## src/cache_pkg.sv

```systemverilog
`default_nettype none
//////////////////////////////////////////////////
// Cache definitions.
// Request operation codes, controller sequencing
// states and the default word and block widths.
//////////////////////////////////////////////////

package cache_pkg;

	// Default word width in bits.
	localparam int XLEN_DEFAULT = 64;

	// Default RAM block width in bits, one slow RAM transfer.
	localparam int BLOCK_WIDTH_DEFAULT = 128;

	// Operation on the processor port.
	// None is accepted and dropped without effect.
	typedef enum logic [1:0] {
		op_none  = 2'b00,
		op_load  = 2'b01,
		op_store = 2'b10,
		op_flush = 2'b11
	} cache_op_t;

	// Controller sequencing state.
	// Writing covers a write-back, reading covers a fill.
	typedef enum logic [1:0] {
		state_idle    = 2'b00,
		state_writing = 2'b01,
		state_reading = 2'b10
	} cache_state_t;

endpackage

`default_nettype wire

```

## src/cache_ifs.sv

```systemverilog
`timescale 1ns/1ps
`default_nettype none
//////////////////////////////////////////////////
// Cache internal interfaces.
// Held request, cached line access and the block
// command channel to the slow RAM side.
//////////////////////////////////////////////////

// Held request from the request port to the controller.
interface req_if #(
	parameter int XLEN = cache_pkg::XLEN_DEFAULT
);
	logic                held_valid;
	cache_pkg::cache_op_t held_op;
	logic [XLEN-1:0]     held_address;
	logic [XLEN-1:0]     held_store_value;
	// Single cycle pulse, frees the holding register.
	logic                retire;

	modport source (
		output held_valid, held_op, held_address, held_store_value,
		input  retire
	);

	modport sink (
		input  held_valid, held_op, held_address, held_store_value,
		output retire
	);
endinterface

// Cached line state and its update controls.
interface line_if #(
	parameter int XLEN        = cache_pkg::XLEN_DEFAULT,
	parameter int BLOCK_WIDTH = cache_pkg::BLOCK_WIDTH_DEFAULT
);
	localparam int BLOCK_NUM_W = XLEN - $clog2(BLOCK_WIDTH / 8);

	logic [BLOCK_NUM_W-1:0] tag;
	logic                   valid;
	logic                   dirty;
	logic [BLOCK_WIDTH-1:0] read_block;
	// Writes land at the next edge.
	logic                   write_enable;
	logic [BLOCK_WIDTH-1:0] write_block;
	logic [BLOCK_NUM_W-1:0] write_tag;
	logic                   mark_dirty;
	logic                   mark_clean;

	modport store (
		output tag, valid, dirty, read_block,
		input  write_enable, write_block, write_tag, mark_dirty, mark_clean
	);

	modport controller (
		input  tag, valid, dirty, read_block,
		output write_enable, write_block, write_tag, mark_dirty, mark_clean
	);
endinterface

// Block commands between the controller and the RAM side.
interface ram_if #(
	parameter int XLEN        = cache_pkg::XLEN_DEFAULT,
	parameter int BLOCK_WIDTH = cache_pkg::BLOCK_WIDTH_DEFAULT
);
	localparam int BLOCK_NUM_W = XLEN - $clog2(BLOCK_WIDTH / 8);

	// Start pulses, address and store block are one cycle wide.
	logic                   start_load;
	logic                   start_store;
	logic [BLOCK_NUM_W-1:0] address;
	logic [BLOCK_WIDTH-1:0] store_block;
	// Fill block is valid only while done is high.
	logic                   done;
	logic [BLOCK_WIDTH-1:0] fill_block;

	modport controller (
		output start_load, start_store, address, store_block,
		input  done, fill_block
	);

	modport port (
		input  start_load, start_store, address, store_block,
		output done, fill_block
	);
endinterface

`default_nettype wire

```

## src/request_port.sv

```systemverilog
`timescale 1ns/1ps
`default_nettype none
//////////////////////////////////////////////////
// Request port.
// Accepts one processor request and holds it
// until the controller retires it.
//////////////////////////////////////////////////

module request_port #(
	parameter int XLEN = cache_pkg::XLEN_DEFAULT
) (
	input  logic                 clock,
	input  logic                 reset,
	input  logic                 req_valid,
	input  cache_pkg::cache_op_t req_op,
	input  logic [XLEN-1:0]      req_address,
	input  logic [XLEN-1:0]      req_store_value,
	output logic                 req_ready,
	req_if.source                req
);

	// Holding register state.
	logic                 full;
	logic                 full_next;
	logic                 accept;
	cache_pkg::cache_op_t op_q;
	logic [XLEN-1:0]      address_q;
	logic [XLEN-1:0]      store_value_q;

	// Ready is only high when the holder is empty.
	assign accept = req_valid && req_ready;

	// Accept and retire never meet, one needs empty and one needs full.
	always_comb begin
		full_next = full;
		if (accept) begin
			full_next = 1'b1;
		end else if (req.retire) begin
			full_next = 1'b0;
		end
	end

	// Ready is registered so that it stays low through reset.
	always_ff @(posedge clock) begin
		if (reset) begin
			full      <= 1'b0;
			req_ready <= 1'b0;
		end else begin
			full      <= full_next;
			req_ready <= !full_next;
		end
	end

	// Request payload.
	always_ff @(posedge clock) begin
		if (accept) begin
			op_q          <= req_op;
			address_q     <= req_address;
			store_value_q <= req_store_value;
		end
	end

	assign req.held_valid       = full;
	assign req.held_op          = op_q;
	assign req.held_address     = address_q;
	assign req.held_store_value = store_value_q;

endmodule

`default_nettype wire

```

## src/line_store.sv

```systemverilog
`timescale 1ns/1ps
`default_nettype none
//////////////////////////////////////////////////
// Line store.
// The single cached block with its block number,
// valid bit and dirty bit.
//////////////////////////////////////////////////

module line_store #(
	parameter int XLEN        = cache_pkg::XLEN_DEFAULT,
	parameter int BLOCK_WIDTH = cache_pkg::BLOCK_WIDTH_DEFAULT
) (
	input logic clock,
	input logic reset,
	line_if.store line
);

	// Block number width, address above the block offset.
	localparam int BLOCK_NUM_W = XLEN - $clog2(BLOCK_WIDTH / 8);

	logic [BLOCK_WIDTH-1:0] block_q;
	logic [BLOCK_NUM_W-1:0] tag_q;
	logic                   valid_q;
	logic                   dirty_q;

	// Control bits.
	// Any block write makes the line valid.
	always_ff @(posedge clock) begin
		if (reset) begin
			valid_q <= 1'b0;
			dirty_q <= 1'b0;
		end else begin
			if (line.write_enable) begin
				valid_q <= 1'b1;
			end
			// Dirty wins if both are asked for.
			if (line.mark_dirty) begin
				dirty_q <= 1'b1;
			end else if (line.mark_clean) begin
				dirty_q <= 1'b0;
			end
		end
	end

	// Block data and its number, replaced as a whole.
	always_ff @(posedge clock) begin
		if (line.write_enable) begin
			block_q <= line.write_block;
			tag_q   <= line.write_tag;
		end
	end

	assign line.tag        = tag_q;
	assign line.valid      = valid_q;
	assign line.dirty      = dirty_q;
	assign line.read_block = block_q;

endmodule

`default_nettype wire

```

## src/cache_controller.sv

```systemverilog
`timescale 1ns/1ps
`default_nettype none
//////////////////////////////////////////////////
// Cache controller.
// Hit or miss decision, write-back and fill
// sequencing, store merge and load response.
//////////////////////////////////////////////////

module cache_controller #(
	parameter int XLEN        = cache_pkg::XLEN_DEFAULT,
	parameter int BLOCK_WIDTH = cache_pkg::BLOCK_WIDTH_DEFAULT
) (
	input  logic            clock,
	input  logic            reset,
	req_if.sink             req,
	line_if.controller      line,
	ram_if.controller       ram,
	output logic            load_valid,
	output logic [XLEN-1:0] load_value
);

	// Address is block number, word index, byte offset.
	localparam int BYTE_OFFSET_W = $clog2(XLEN / 8);
	localparam int WORD_INDEX_W  = $clog2(BLOCK_WIDTH / XLEN);
	localparam int BLOCK_NUM_W   = XLEN - WORD_INDEX_W - BYTE_OFFSET_W;
	localparam int WORD_SHIFT    = $clog2(XLEN);

	cache_pkg::cache_state_t        state;
	cache_pkg::cache_state_t        state_next;
	logic [BLOCK_NUM_W-1:0]         block_num;
	logic [WORD_INDEX_W-1:0]        word_index;
	logic [WORD_INDEX_W+WORD_SHIFT-1:0] word_base;
	logic [XLEN-1:0]                word;
	logic [BLOCK_WIDTH-1:0]         merged_block;
	logic                           hit;
	logic                           load_fire;

	assign block_num  = req.held_address[XLEN-1 -: BLOCK_NUM_W];
	assign word_index = req.held_address[BYTE_OFFSET_W +: WORD_INDEX_W];
	// Bit position of the addressed word in the block.
	assign word_base  = {word_index, {WORD_SHIFT{1'b0}}};
	assign hit        = line.valid && (line.tag == block_num);
	assign word       = line.read_block[word_base +: XLEN];

	// Store word merged into the current block.
	always_comb begin
		merged_block = line.read_block;
		merged_block[word_base +: XLEN] = req.held_store_value;
	end

	always_comb begin
		state_next        = state;
		load_fire         = 1'b0;
		req.retire        = 1'b0;
		line.write_enable = 1'b0;
		line.write_block  = merged_block;
		line.write_tag    = block_num;
		line.mark_dirty   = 1'b0;
		line.mark_clean   = 1'b0;
		ram.start_load    = 1'b0;
		ram.start_store   = 1'b0;
		ram.address       = block_num;
		ram.store_block   = line.read_block;

		case (state)
			cache_pkg::state_idle: begin
				if (req.held_valid) begin
					if (req.held_op == cache_pkg::op_flush) begin
						// Flush only writes back a dirty line.
						if (line.valid && line.dirty) begin
							ram.start_store = 1'b1;
							ram.address     = line.tag;
							state_next      = cache_pkg::state_writing;
						end else begin
							req.retire = 1'b1;
						end
					end else if (req.held_op == cache_pkg::op_none) begin
						req.retire = 1'b1;
					end else if (hit) begin
						req.retire = 1'b1;
						if (req.held_op == cache_pkg::op_store) begin
							line.write_enable = 1'b1;
							line.mark_dirty   = 1'b1;
						end else begin
							load_fire = 1'b1;
						end
					end else if (line.valid && line.dirty) begin
						// Miss on a dirty line, old block goes out first.
						ram.start_store = 1'b1;
						ram.address     = line.tag;
						state_next      = cache_pkg::state_writing;
					end else begin
						ram.start_load = 1'b1;
						state_next     = cache_pkg::state_reading;
					end
				end
			end

			cache_pkg::state_writing: begin
				if (ram.done) begin
					if (req.held_op == cache_pkg::op_flush) begin
						// Flush ends here, no fill.
						line.mark_clean = 1'b1;
						req.retire      = 1'b1;
						state_next      = cache_pkg::state_idle;
					end else begin
						ram.start_load = 1'b1;
						state_next     = cache_pkg::state_reading;
					end
				end
			end

			cache_pkg::state_reading: begin
				// Fill, then the held request hits from idle.
				if (ram.done) begin
					line.write_enable = 1'b1;
					line.write_block  = ram.fill_block;
					line.mark_clean   = 1'b1;
					state_next        = cache_pkg::state_idle;
				end
			end

			default: begin
				state_next = cache_pkg::state_idle;
			end
		endcase
	end

	always_ff @(posedge clock) begin
		if (reset) begin
			state      <= cache_pkg::state_idle;
			load_valid <= 1'b0;
		end else begin
			state      <= state_next;
			load_valid <= load_fire;
		end
	end

	// Load word, one cycle after the retire.
	always_ff @(posedge clock) begin
		if (load_fire) begin
			load_value <= word;
		end
	end

endmodule

`default_nettype wire

```

## src/ram_block_port.sv

```systemverilog
`timescale 1ns/1ps
`default_nettype none
//////////////////////////////////////////////////
// RAM block port.
// Issues slow RAM commands, waits out the busy
// time and hands the fill block back.
//////////////////////////////////////////////////

module ram_block_port #(
	parameter int XLEN        = cache_pkg::XLEN_DEFAULT,
	parameter int BLOCK_WIDTH = cache_pkg::BLOCK_WIDTH_DEFAULT
) (
	input  logic                                    clock,
	input  logic                                    reset,
	ram_if.port                                     ram,
	output logic                                    slow_load,
	output logic                                    slow_store,
	output logic [XLEN-$clog2(BLOCK_WIDTH / 8)-1:0] slow_address,
	output logic [BLOCK_WIDTH-1:0]                  slow_store_value,
	input  logic                                    slow_busy,
	input  logic [BLOCK_WIDTH-1:0]                  slow_load_value
);

	// High from the cycle after a command until it completes.
	logic outstanding;

	// Command strobes, one cycle each.
	always_ff @(posedge clock) begin
		if (reset) begin
			slow_load  <= 1'b0;
			slow_store <= 1'b0;
		end else begin
			slow_load  <= ram.start_load;
			slow_store <= ram.start_store;
		end
	end

	// Command payload.
	always_ff @(posedge clock) begin
		if (ram.start_load || ram.start_store) begin
			slow_address <= ram.address;
		end
		if (ram.start_store) begin
			slow_store_value <= ram.store_block;
		end
	end

	// The command cycle itself never completes.
	always_ff @(posedge clock) begin
		if (reset) begin
			outstanding <= 1'b0;
		end else if (slow_load || slow_store) begin
			outstanding <= 1'b1;
		end else if (ram.done) begin
			outstanding <= 1'b0;
		end
	end

	// First cycle after the command with busy low.
	assign ram.done = outstanding && !slow_busy;

	// RAM data is valid in the completing cycle.
	// The line store takes it at the edge.
	assign ram.fill_block = slow_load_value;

endmodule

`default_nettype wire

```

## src/ram_cache.sv

```systemverilog
`timescale 1ns/1ps
`default_nettype none
//////////////////////////////////////////////////
// Single block write-back cache.
// Sits between a load/store port and a slow
// block-wide RAM.
//////////////////////////////////////////////////

module ram_cache #(
	parameter int XLEN        = cache_pkg::XLEN_DEFAULT,
	parameter int BLOCK_WIDTH = cache_pkg::BLOCK_WIDTH_DEFAULT
) (
	input  logic                                    clock,
	input  logic                                    reset,
	// Processor side.
	input  logic                                    req_valid,
	input  cache_pkg::cache_op_t                    req_op,
	input  logic [XLEN-1:0]                         req_address,
	input  logic [XLEN-1:0]                         req_store_value,
	output logic                                    req_ready,
	output logic                                    load_valid,
	output logic [XLEN-1:0]                         load_value,
	// Slow RAM side.
	output logic                                    slow_load,
	output logic                                    slow_store,
	output logic [XLEN-$clog2(BLOCK_WIDTH / 8)-1:0] slow_address,
	output logic [BLOCK_WIDTH-1:0]                  slow_store_value,
	input  logic                                    slow_busy,
	input  logic [BLOCK_WIDTH-1:0]                  slow_load_value
);

	req_if  #(.XLEN(XLEN))                           req_bus ();
	line_if #(.XLEN(XLEN), .BLOCK_WIDTH(BLOCK_WIDTH)) line_bus ();
	ram_if  #(.XLEN(XLEN), .BLOCK_WIDTH(BLOCK_WIDTH)) ram_bus ();

	request_port #(.XLEN(XLEN)) u_request_port (
		.clock           (clock),
		.reset           (reset),
		.req_valid       (req_valid),
		.req_op          (req_op),
		.req_address     (req_address),
		.req_store_value (req_store_value),
		.req_ready       (req_ready),
		.req             (req_bus.source)
	);

	cache_controller #(.XLEN(XLEN), .BLOCK_WIDTH(BLOCK_WIDTH)) u_cache_controller (
		.clock      (clock),
		.reset      (reset),
		.req        (req_bus.sink),
		.line       (line_bus.controller),
		.ram        (ram_bus.controller),
		.load_valid (load_valid),
		.load_value (load_value)
	);

	line_store #(.XLEN(XLEN), .BLOCK_WIDTH(BLOCK_WIDTH)) u_line_store (
		.clock (clock),
		.reset (reset),
		.line  (line_bus.store)
	);

	ram_block_port #(.XLEN(XLEN), .BLOCK_WIDTH(BLOCK_WIDTH)) u_ram_block_port (
		.clock            (clock),
		.reset            (reset),
		.ram              (ram_bus.port),
		.slow_load        (slow_load),
		.slow_store       (slow_store),
		.slow_address     (slow_address),
		.slow_store_value (slow_store_value),
		.slow_busy        (slow_busy),
		.slow_load_value  (slow_load_value)
	);

endmodule

`default_nettype wire

```

## config.mk

```make
export PLATFORM = sky130hd
export DESIGN_NAME = ram_cache
export DESIGN_NICKNAME = d
export VERILOG_FILES = /design/src/cache_pkg.sv /design/src/cache_ifs.sv /design/src/request_port.sv /design/src/line_store.sv /design/src/cache_controller.sv /design/src/ram_block_port.sv /design/src/ram_cache.sv
export SDC_FILE = /design/constraint.sdc
export NUM_CORES = 1
export LEC_CHECK = 0
export BUFFER_PORTS_ARGS = -buffer_cell sky130_fd_sc_hd__buf_2
export CAP_MARGIN = 25
export CORE_ASPECT_RATIO = 1.4
export CORE_MARGIN = 2
export CORE_UTILIZATION = 42
export DETAILED_ROUTE_END_ITERATION = 10
export GPL_ROUTABILITY_DRIVEN = 0
export GPL_TIMING_DRIVEN = 0
export PLACE_DENSITY_LB_ADDON = 0.05
export SYNTH_ARGS = -nofsm -noshare
export SYNTH_HDL_FRONTEND = slang
export SYNTH_HIERARCHICAL = 1
export SYNTH_SLANG_ARGS = --single-unit
```

## constraint.sdc

```tcl
create_clock -name clock -period 9.1 [get_ports clock]
set_input_delay 0.455 -clock clock [delete_from_list [all_inputs] [get_ports clock]]
set_output_delay 0.455 -clock clock [all_outputs]
set_load 0.01 [all_outputs]
```

==> run metrics, run 1 <==
final wirelength=68.8 mm; Max-Cap Viols=0; Die X-Extent=210 um; CTS tree=yes; vias in the first global route=15211; total power=5.78 mW; post-synthesis net count=1871; Worst-Skew Late Latency=610 ps; Die Ht=292 um; Global Route Usage Sum=0.222; crit path DAT=4220 ps; DP HPWL=48.5 mm; Initial Util=0.425; Port Buffers=386; initial antenna violation count=9; sequential cell area=17200 um2; routed length per instance=23.1 um; Worst Skew=16.1 ps; CP Capture Type=register; first-pass GRT wire length=99.1 mm; detailed-route DRC error count=0; Setup Crit Path Kind=register to register; nets=2441; share of cells above drive strength 1=0.430; vias after detailed routing=14355; fmax=253 MHz; peak supply drop=168 uV; Max FO, Critical Path=52; pwr dens=185 nW/um2; DR vias/cell=4.83; worst reg-to-reg setup slack=5150 ps; multi-input combinational cell area=5080 um2; outcome=finished, final reports clean; Num CTS Buffers=58; clock root cell=clkbuf_16; syn avg cell area=15.5 um2; final core occ=0.532; slew margin rel.=0.295; Cell Area, Synth=25000 um2; setup_tns=0 ps; largest net degree at the start of global routing=93; Final Critical Period=3950 ps; Initial DRC Count=804; grt ovf=0; final period utilization=0.434; HP Class=input pin to register; Detail Route Antenna Nets=0; warnings from Yosys=6; Slew Viols, Final=0; RSZ-0062 raised after global routing=false; Worst-Margin Slew=1060 ps; Core Area=58700 um2; Post-Syn Instances=1606; # fillers=5078; Clock Tree Buf Depth=3; hold_ws=35.4 ps; H-tree level count=2; io pins=518; CTS sink cnt=577; Data required, critical path=9370 ps; Clock transition at path regs=60 ps; crit start category=register; die area=61400 um2; Syn-to-layout area delta=25.2%; final instance area=31300 um2; placed cell area=28300 um2; LEAKAGE=11.9 nW; Row Count=105; final hold vios=0; endpoints failing setup=0; post-CTS resize count=0; DR pass1 iterations=5
-- routing by layer --
layer	global-route usage	routed length, um	vias up
li1	-	-	6700
met3	0.0628	4810	99
met5	0	77	-
met1	0.261	26900	7086
met4	0.0678	1820	10
met2	0.392	35100	460
-- path summary, 6_finish.rpt --
path / endpoint / cells past startpoint / startpoint
setup / recovery: u_line_store/line.read_block[33] / 8 / u_request_port/req.held_address[4]
hold / removal: u_request_port/req.held_store_value[31] / 1 / req_store_value[31]
setup reg to reg: u_line_store/line.read_block[33] / 8 / u_request_port/req.held_address[4]
hold reg to reg: u_ram_block_port/outstanding / 2 / u_ram_block_port/outstanding
-- layout make-up --
cell class | instances | area share
flip-flops and latches | 577 | 0.551
plain buffers | 372 | 0.0842
well taps | 749 | 0.0300
clock buffers | 66 | 0.0494
inverters | 10 | 0.00144
repair buffers | 510 | 0.107
diodes | 6 | 0.000480
clock inverters | 38 | 0.0140
multi-input cells | 647 | 0.163
-- worst max-delay path, stage by stage, from the launching register on --
cell and delay, ps:
edfxtp_1 430, xnor2_1 200, nand4_1 120, nor4_1 730, nand4_2 310, or2_2 420, nor3_1 280, or2_4 700
buf_16 360
-- cell usage in the layout, fill, tap and decap left out, types with 3 or more instances in the layout --
cell type	n
buf_2	387
clkinv_1	13
buf_1	10
mux2_4	58
clkinv_2	11
clkbuf_1	44
diode_2	6
mux2i_1	129
dlygate4sd3_1	102
buf_8	10
xnor2_1	36
edfxtp_1	567
buf_4	316
a21oi_1	3
nor4_1	8
nand2b_1	6
clkbuf_16	61
mux2_2	66
ha_1	3
nor2b_1	5
bufinv_16	10
o21ai_0	132
nand2_1	133
inv_1	9
buf_16	7
dfxtp_1	10
nor2_1	9
buf_6	11
nand4_1	9
xor2_1	17
-- power by group --
part	leakage [nW]	total, mW	switching, mW	internal [mW]
combinational	5.71	0.292	0.125	0.167
sequential	5.22	2.97	0.0238	2.95
clock	0.971	2.51	1.02	1.49
total	11.9	5.78	1.17	4.61
-- what timing repair did --
action	4_1_cts	5_1_grt
buffers inserted	0	0
endpoints found under the hold margin	102	0
hold buffers	102	0
-- state kept, by name, summed over array words and instances (netlist names), 2 cells and up --
name,cells
u_request_port/req.held_address,61
u_request_port/req.held_op,2
u_cache_controller/state,2
u_line_store/line.read_block,128
u_line_store/line.tag,60
u_cache_controller/load_value,64
u_ram_block_port/slow_address,60
u_ram_block_port/slow_store_value,128
u_request_port/req.held_store_value,64
-- stage by stage --
| step | instances | worst slack, ps |
|---|---|---|
| 2_1_floorplan | 1606 | 2620 |
| 3_3_place_gp | 2741 | -3560 |
| 3_5_place_dp | 2763 | 4850 |
| 4_1_cts | 2969 | 4980 |
| 5_1_grt | 2973 | 4900 |
| 6_report | 2975 | 5150 |
Note: power is estimated with default switching activity, not from simulation.
==> run 2, diff against run 1 <==
==> constraint.sdc (replaced) <==
create_clock -name clock -period 3.85 [get_ports clock]
set_input_delay 0.1925 -clock clock [delete_from_list [all_inputs] [get_ports clock]]
set_output_delay 0.1925 -clock clock [all_outputs]
set_load 0.01 [all_outputs]
==> run metrics, run 2 (same netlist as run 1, synthesis figures left out) <==
final hold vios=0; Port Buffers=386; crit start category=register; placed cell area=28300 um2; pwr dens=404 nW/um2; routed length per instance=22.5 um; vias in the first global route=15796; CTS tree=yes; Die X-Extent=210 um; detailed-route DRC error count=0; Core Area=58700 um2; setup_tns=0 ps; share of cells above drive strength 1=0.398; clock root cell=clkbuf_16; Max-Cap Viols=0; Clock Tree Buf Depth=3; Die Ht=292 um; vias after detailed routing=14955; Worst-Skew Late Latency=610 ps; grt ovf=0; initial antenna violation count=10; LEAKAGE=12.5 nW; total power=13.2 mW; Worst-Margin Slew=1010 ps; Layout Cells excl Fill=3128; Initial Util=0.425; DP HPWL=48.3 mm; dpl cells=2760; nets=2598; largest net degree at the start of global routing=97; endpoints failing setup=0; outcome=finished, final reports clean; io pins=518; final instance area=32700 um2; Data required, critical path=4110 ps; Final Critical Period=3620 ps; Initial DRC Count=707; first-pass GRT wire length=101 mm; Global Route Usage Sum=0.225; CTS sink cnt=577; final wirelength=70.3 mm; Worst Skew=20.4 ps; slew margin rel.=0.325; Clock transition at path regs=60 ps; Max FO, Critical Path=71; RSZ-0062 raised after global routing=false; # fillers=4900; H-tree level count=2; HP Class=input pin to register; DR vias/cell=4.78; Setup Crit Path Kind=register to register; Syn-to-layout area delta=30.9%; Row Count=105; fmax=277 MHz; commonest non-fill, non-tap cells in the layout=edfxtp_1, buf_2, buf_4, dlygate4sd3_1, nand2_1; Detail Route Antenna Nets=0; DR pass1 iterations=5; Slew Viols, Final=0; die area=61400 um2; Num CTS Buffers=58; CP Capture Type=register; hold_ws=287 ps; peak supply drop=416 uV; crit path DAT=3880 ps; most common cell after layout, fill and taps aside=edfxtp_1; final period utilization=0.939
==> run 2: cell count changes in the layout (fill, tap and decap cells not counted), moves of 2 or more <==
cell           change
dlygate4sd3_1    +157
bufinv_16          -7
buf_6              -6
buf_16             +4
clkbuf_1           +4
clkinv_1           +3
buf_12             +2
buf_8              -2
clkbuf_16          -2
clkinv_2           -2
clkinv_4           -2
==> run 2: routing by layer <==
metal	global-route usage	part of all wire	vias to the layer above
met5	0	0.00045	-
met4	0.0825	0.036	6
met3	0.0604	0.066	127
met2	0.396	0.50	490
met1	0.263	0.39	7327
li1	-	-	7005
==> run 2: report_power, final <==
part	switching (mW)	leakage, nW	internal, mW
sequential	0.0553	5.22	6.98
clock	2.36	0.846	2.97
combinational	0.336	6.41	0.500
total	2.75	12.5	10.4
==> run 2: through the flow <==
step | utilization | worst slack, ps
final | 0.556 | 235
after global routing | 0.556 | 22.6
after CTS | 0.556 | 32.6
after detailed placement | 0.482 | -254
after global placement | 0.474 | -2010
after floorplan | - | 180
==> run 2: worst paths after layout <==
path                                  startpoint                                   to  slack [ps]  cells after the start
max          u_request_port/req.held_address[28]    u_ram_block_port/slow_address[34]         230                      9
max reg2reg  u_request_port/req.held_address[28]    u_ram_block_port/slow_address[34]         230                      9
min reg2reg          u_cache_controller/state[1]          u_cache_controller/state[1]         500                      2
min                              req_address[31]  u_request_port/req.held_address[31]         290                      2
==> run 2: final cells by class <==
cell class,instances,area [um2],area share
Tap cell,749,937,0.0287
Clock buffer,69,1510,0.0463
Sequential cell,577,17200,0.527
Timing Repair Buffer,666,4970,0.152
Inverter,10,45.0,0.00138
Buffer,372,2640,0.0808
Antenna cell,7,17.5,0.000536
Clock inverter,30,211,0.00647
Multi-Input combinational cell,648,5110,0.156
==> run 2: worst max-delay path: stages, from the launching register on <==
cell,delay (ps)
edfxtp_1,420
xnor2_1,170
o2111a_1,170
and4_1,210
nand4_2,160
o21ai_1,160
a211oi_4,680
buf_12,480
or2_4,360
buf_16,290
==> run 2: what timing repair did <==
item,in CTS,in global routing
gates cloned,1,0
gates resized for setup,3,1
endpoints found under the hold margin,264,0
hold buffers,259,0
pin swaps,0,1
setup buffers,0,1
setup endpoints to repair,87,105
==> run 3, diff against run 2 <==
--- a/config.mk
+++ b/config.mk
@@ -5,12 +5,12 @@
 export SDC_FILE = /design/constraint.sdc
 export NUM_CORES = 1
 export LEC_CHECK = 0
-export BUFFER_PORTS_ARGS = -buffer_cell sky130_fd_sc_hd__buf_2
 export CAP_MARGIN = 25
 export CORE_ASPECT_RATIO = 1.4
-export CORE_MARGIN = 2
-export CORE_UTILIZATION = 42
+export CORE_MARGIN = 1.5
+export CORE_UTILIZATION = 47
 export DETAILED_ROUTE_END_ITERATION = 10
+export DONT_BUFFER_PORTS = 1
 export GPL_ROUTABILITY_DRIVEN = 0
 export GPL_TIMING_DRIVEN = 0
 export PLACE_DENSITY_LB_ADDON = 0.05
==> run metrics, run 3 (same netlist as run 1, synthesis figures left out) <==
outcome=finished, final reports clean; Top delay family on crit path=simple AND/OR/NAND/NOR gates; nets=2207; Slew Viols, Final=0; CTS tree=yes; CP max-delay cell=nor4_2; # fillers=4195; slew margin rel.=0.319; vias in the first global route=13997; Die Ht=276 um; Clock Tree Buf Depth=3; most common cell after layout, fill and taps aside=edfxtp_1; WL met1=24.0 mm; Max-Cap Viols=0; Port Buffers=0; largest net degree at the start of global routing=104; CP Capture Type=register; dpl cells=2330; Row Count=99; vias after detailed routing=13522; Num CTS Buffers=56; Core Area=52300 um2; crit start category=register; Clock transition at path regs=60 ps; DR vias/cell=5.02; Layout Cells excl Fill=2694; Syn-to-layout area delta=22.6%; final hold vios=0; Worst-Skew Late Latency=610 ps; CTS sink cnt=577; pwr dens=425 nW/um2; routed wl met3=4.97 mm; DP HPWL=43.9 mm; Final Critical Period=3560 ps; H-tree level count=2; LEAKAGE=10.9 nW; Max FO, Critical Path=56; endpoints failing setup=0; Setup Crit Path Kind=register to register; Global Route Usage Sum=0.234; pre-CTS setup slack=-556 ps; Initial Util=0.478; die area=54500 um2; DR top layer=met5; first-pass GRT wire length=91.9 mm; Die X-Extent=198 um; peak supply drop=422 uV; final wirelength=65.2 mm; grt ovf=0; Worst-Margin Slew=1020 ps; Data required, critical path=4100 ps; Detail Route Antenna Nets=0; wire length on met2=33.7 mm; crit-path max cell delay=540 ps; io pins=518; Buf/Inv on CP=2; Initial DRC Count=667; detailed-route DRC error count=0; share of cells above drive strength 1=0.280; CP most frequent cell=buf_16; crit path DAT=3820 ps; clock root cell=clkbuf_16; fmax=281 MHz; DR pass1 iterations=4; RSZ-0062 raised after global routing=false; routed length per instance=24.2 um; HP Class=input pin to register; final period utilization=0.925; initial antenna violation count=6; Worst Slack Setup Final=289 ps; Critical Path, Cell by Cell=xnor2_1 -> nand4_1 -> nor4_2 -> nand4_2 -> or2_2 -> nor3_2 -> or2_4 -> buf_16 -> buf_16; commonest non-fill, non-tap cells in the layout=edfxtp_1, buf_4, dlygate4sd3_1, nand2_1, o21ai_0; Worst Skew=29.0 ps
-- run 3: cell types whose count changed in the layout (fill, tap and decap cells not counted), sizes merged --
cell	delta
clkinvlp	-1
buf	-388
clkbuf	+6
diode	-4
dlygate4sd3	-1
clkinv	-4
-- run 3: area by class of cell --
cell class	count	area, um2	area share
inverter	10	45.0	0.00147
clock inverter	25	185	0.00605
timing repair buffer	277	3000	0.0981
buffer	372	2640	0.0861
tap	707	885	0.0289
multi-input combinational	648	5110	0.167
sequential	577	17200	0.563
antenna	3	7.51	0.000245
clock buffer	75	1520	0.0498
-- run 3: path summary, 6_finish.rpt --
check	start	endpoint	slack, ps	cells past startpoint
worst max-delay path	u_request_port/req.held_address[4]	u_line_store/line.read_block[114]	290	9
worst max register to register	u_request_port/req.held_address[4]	u_line_store/line.read_block[114]	290	9
worst min register to register	u_cache_controller/state[0]	u_cache_controller/state[0]	500	2
worst min-delay path	slow_busy	u_cache_controller/state[0]	140	4
-- run 3: worst register-to-register path, stage by stage, from the launching register on --
cell and delay (ps):
edfxtp_1 420, xnor2_1 200, nand4_1 140, nor4_2 540, nand4_2 300, or2_2 440, nor3_2 340, or2_4 210
buf_16 230, buf_16 340
-- run 3: what timing repair did --
item                                   4_1_cts  5_1_grt
pin swaps                                    1        0
buffers inserted                             2        0
setup endpoints to repair                  193       53
resized for setup                            2        1
cloned                                       1        0
hold buffers                               258        0
endpoints found under the hold margin      284        0
-- run 3: metal layers --
metal | GRT usage | vias to the layer above
li1 | - | 6231
met1 | 0.262 | 6687
met2 | 0.418 | 471
met3 | 0.0690 | 125
met4 | 0.0922 | 8
met5 | 0 | -
-- run 3: through the flow --
| step | area (um2) | setup TNS, ps | power (mW) | hold slack, ps | util |
|---|---|---|---|---|---|
| 6_report | 30600 | 0 | 13.0 | 136 | 0.586 |
| 5_1_grt | 30600 | 0 | 13.4 | 132 | 0.586 |
| 4_1_cts | 30600 | 0 | 13.2 | 85.7 | 0.585 |
| 3_5_place_dp | 26300 | -52460 | 7.68 | 261 | 0.503 |
| 3_3_place_gp | 25900 | -532330 | 7.66 | 260 | 0.495 |
| 2_1_floorplan | 25000 | 0 | 7.54 | 255 | - |
-- run 3: report_power, final --
group / switching, mW / internal (mW) / total, mW
combinational: 0.287 / 0.440 / 0.727
sequential: 0.0735 / 6.98 / 7.05
clock: 2.29 / 2.95 / 5.24
total: 2.65 / 10.4 / 13.0
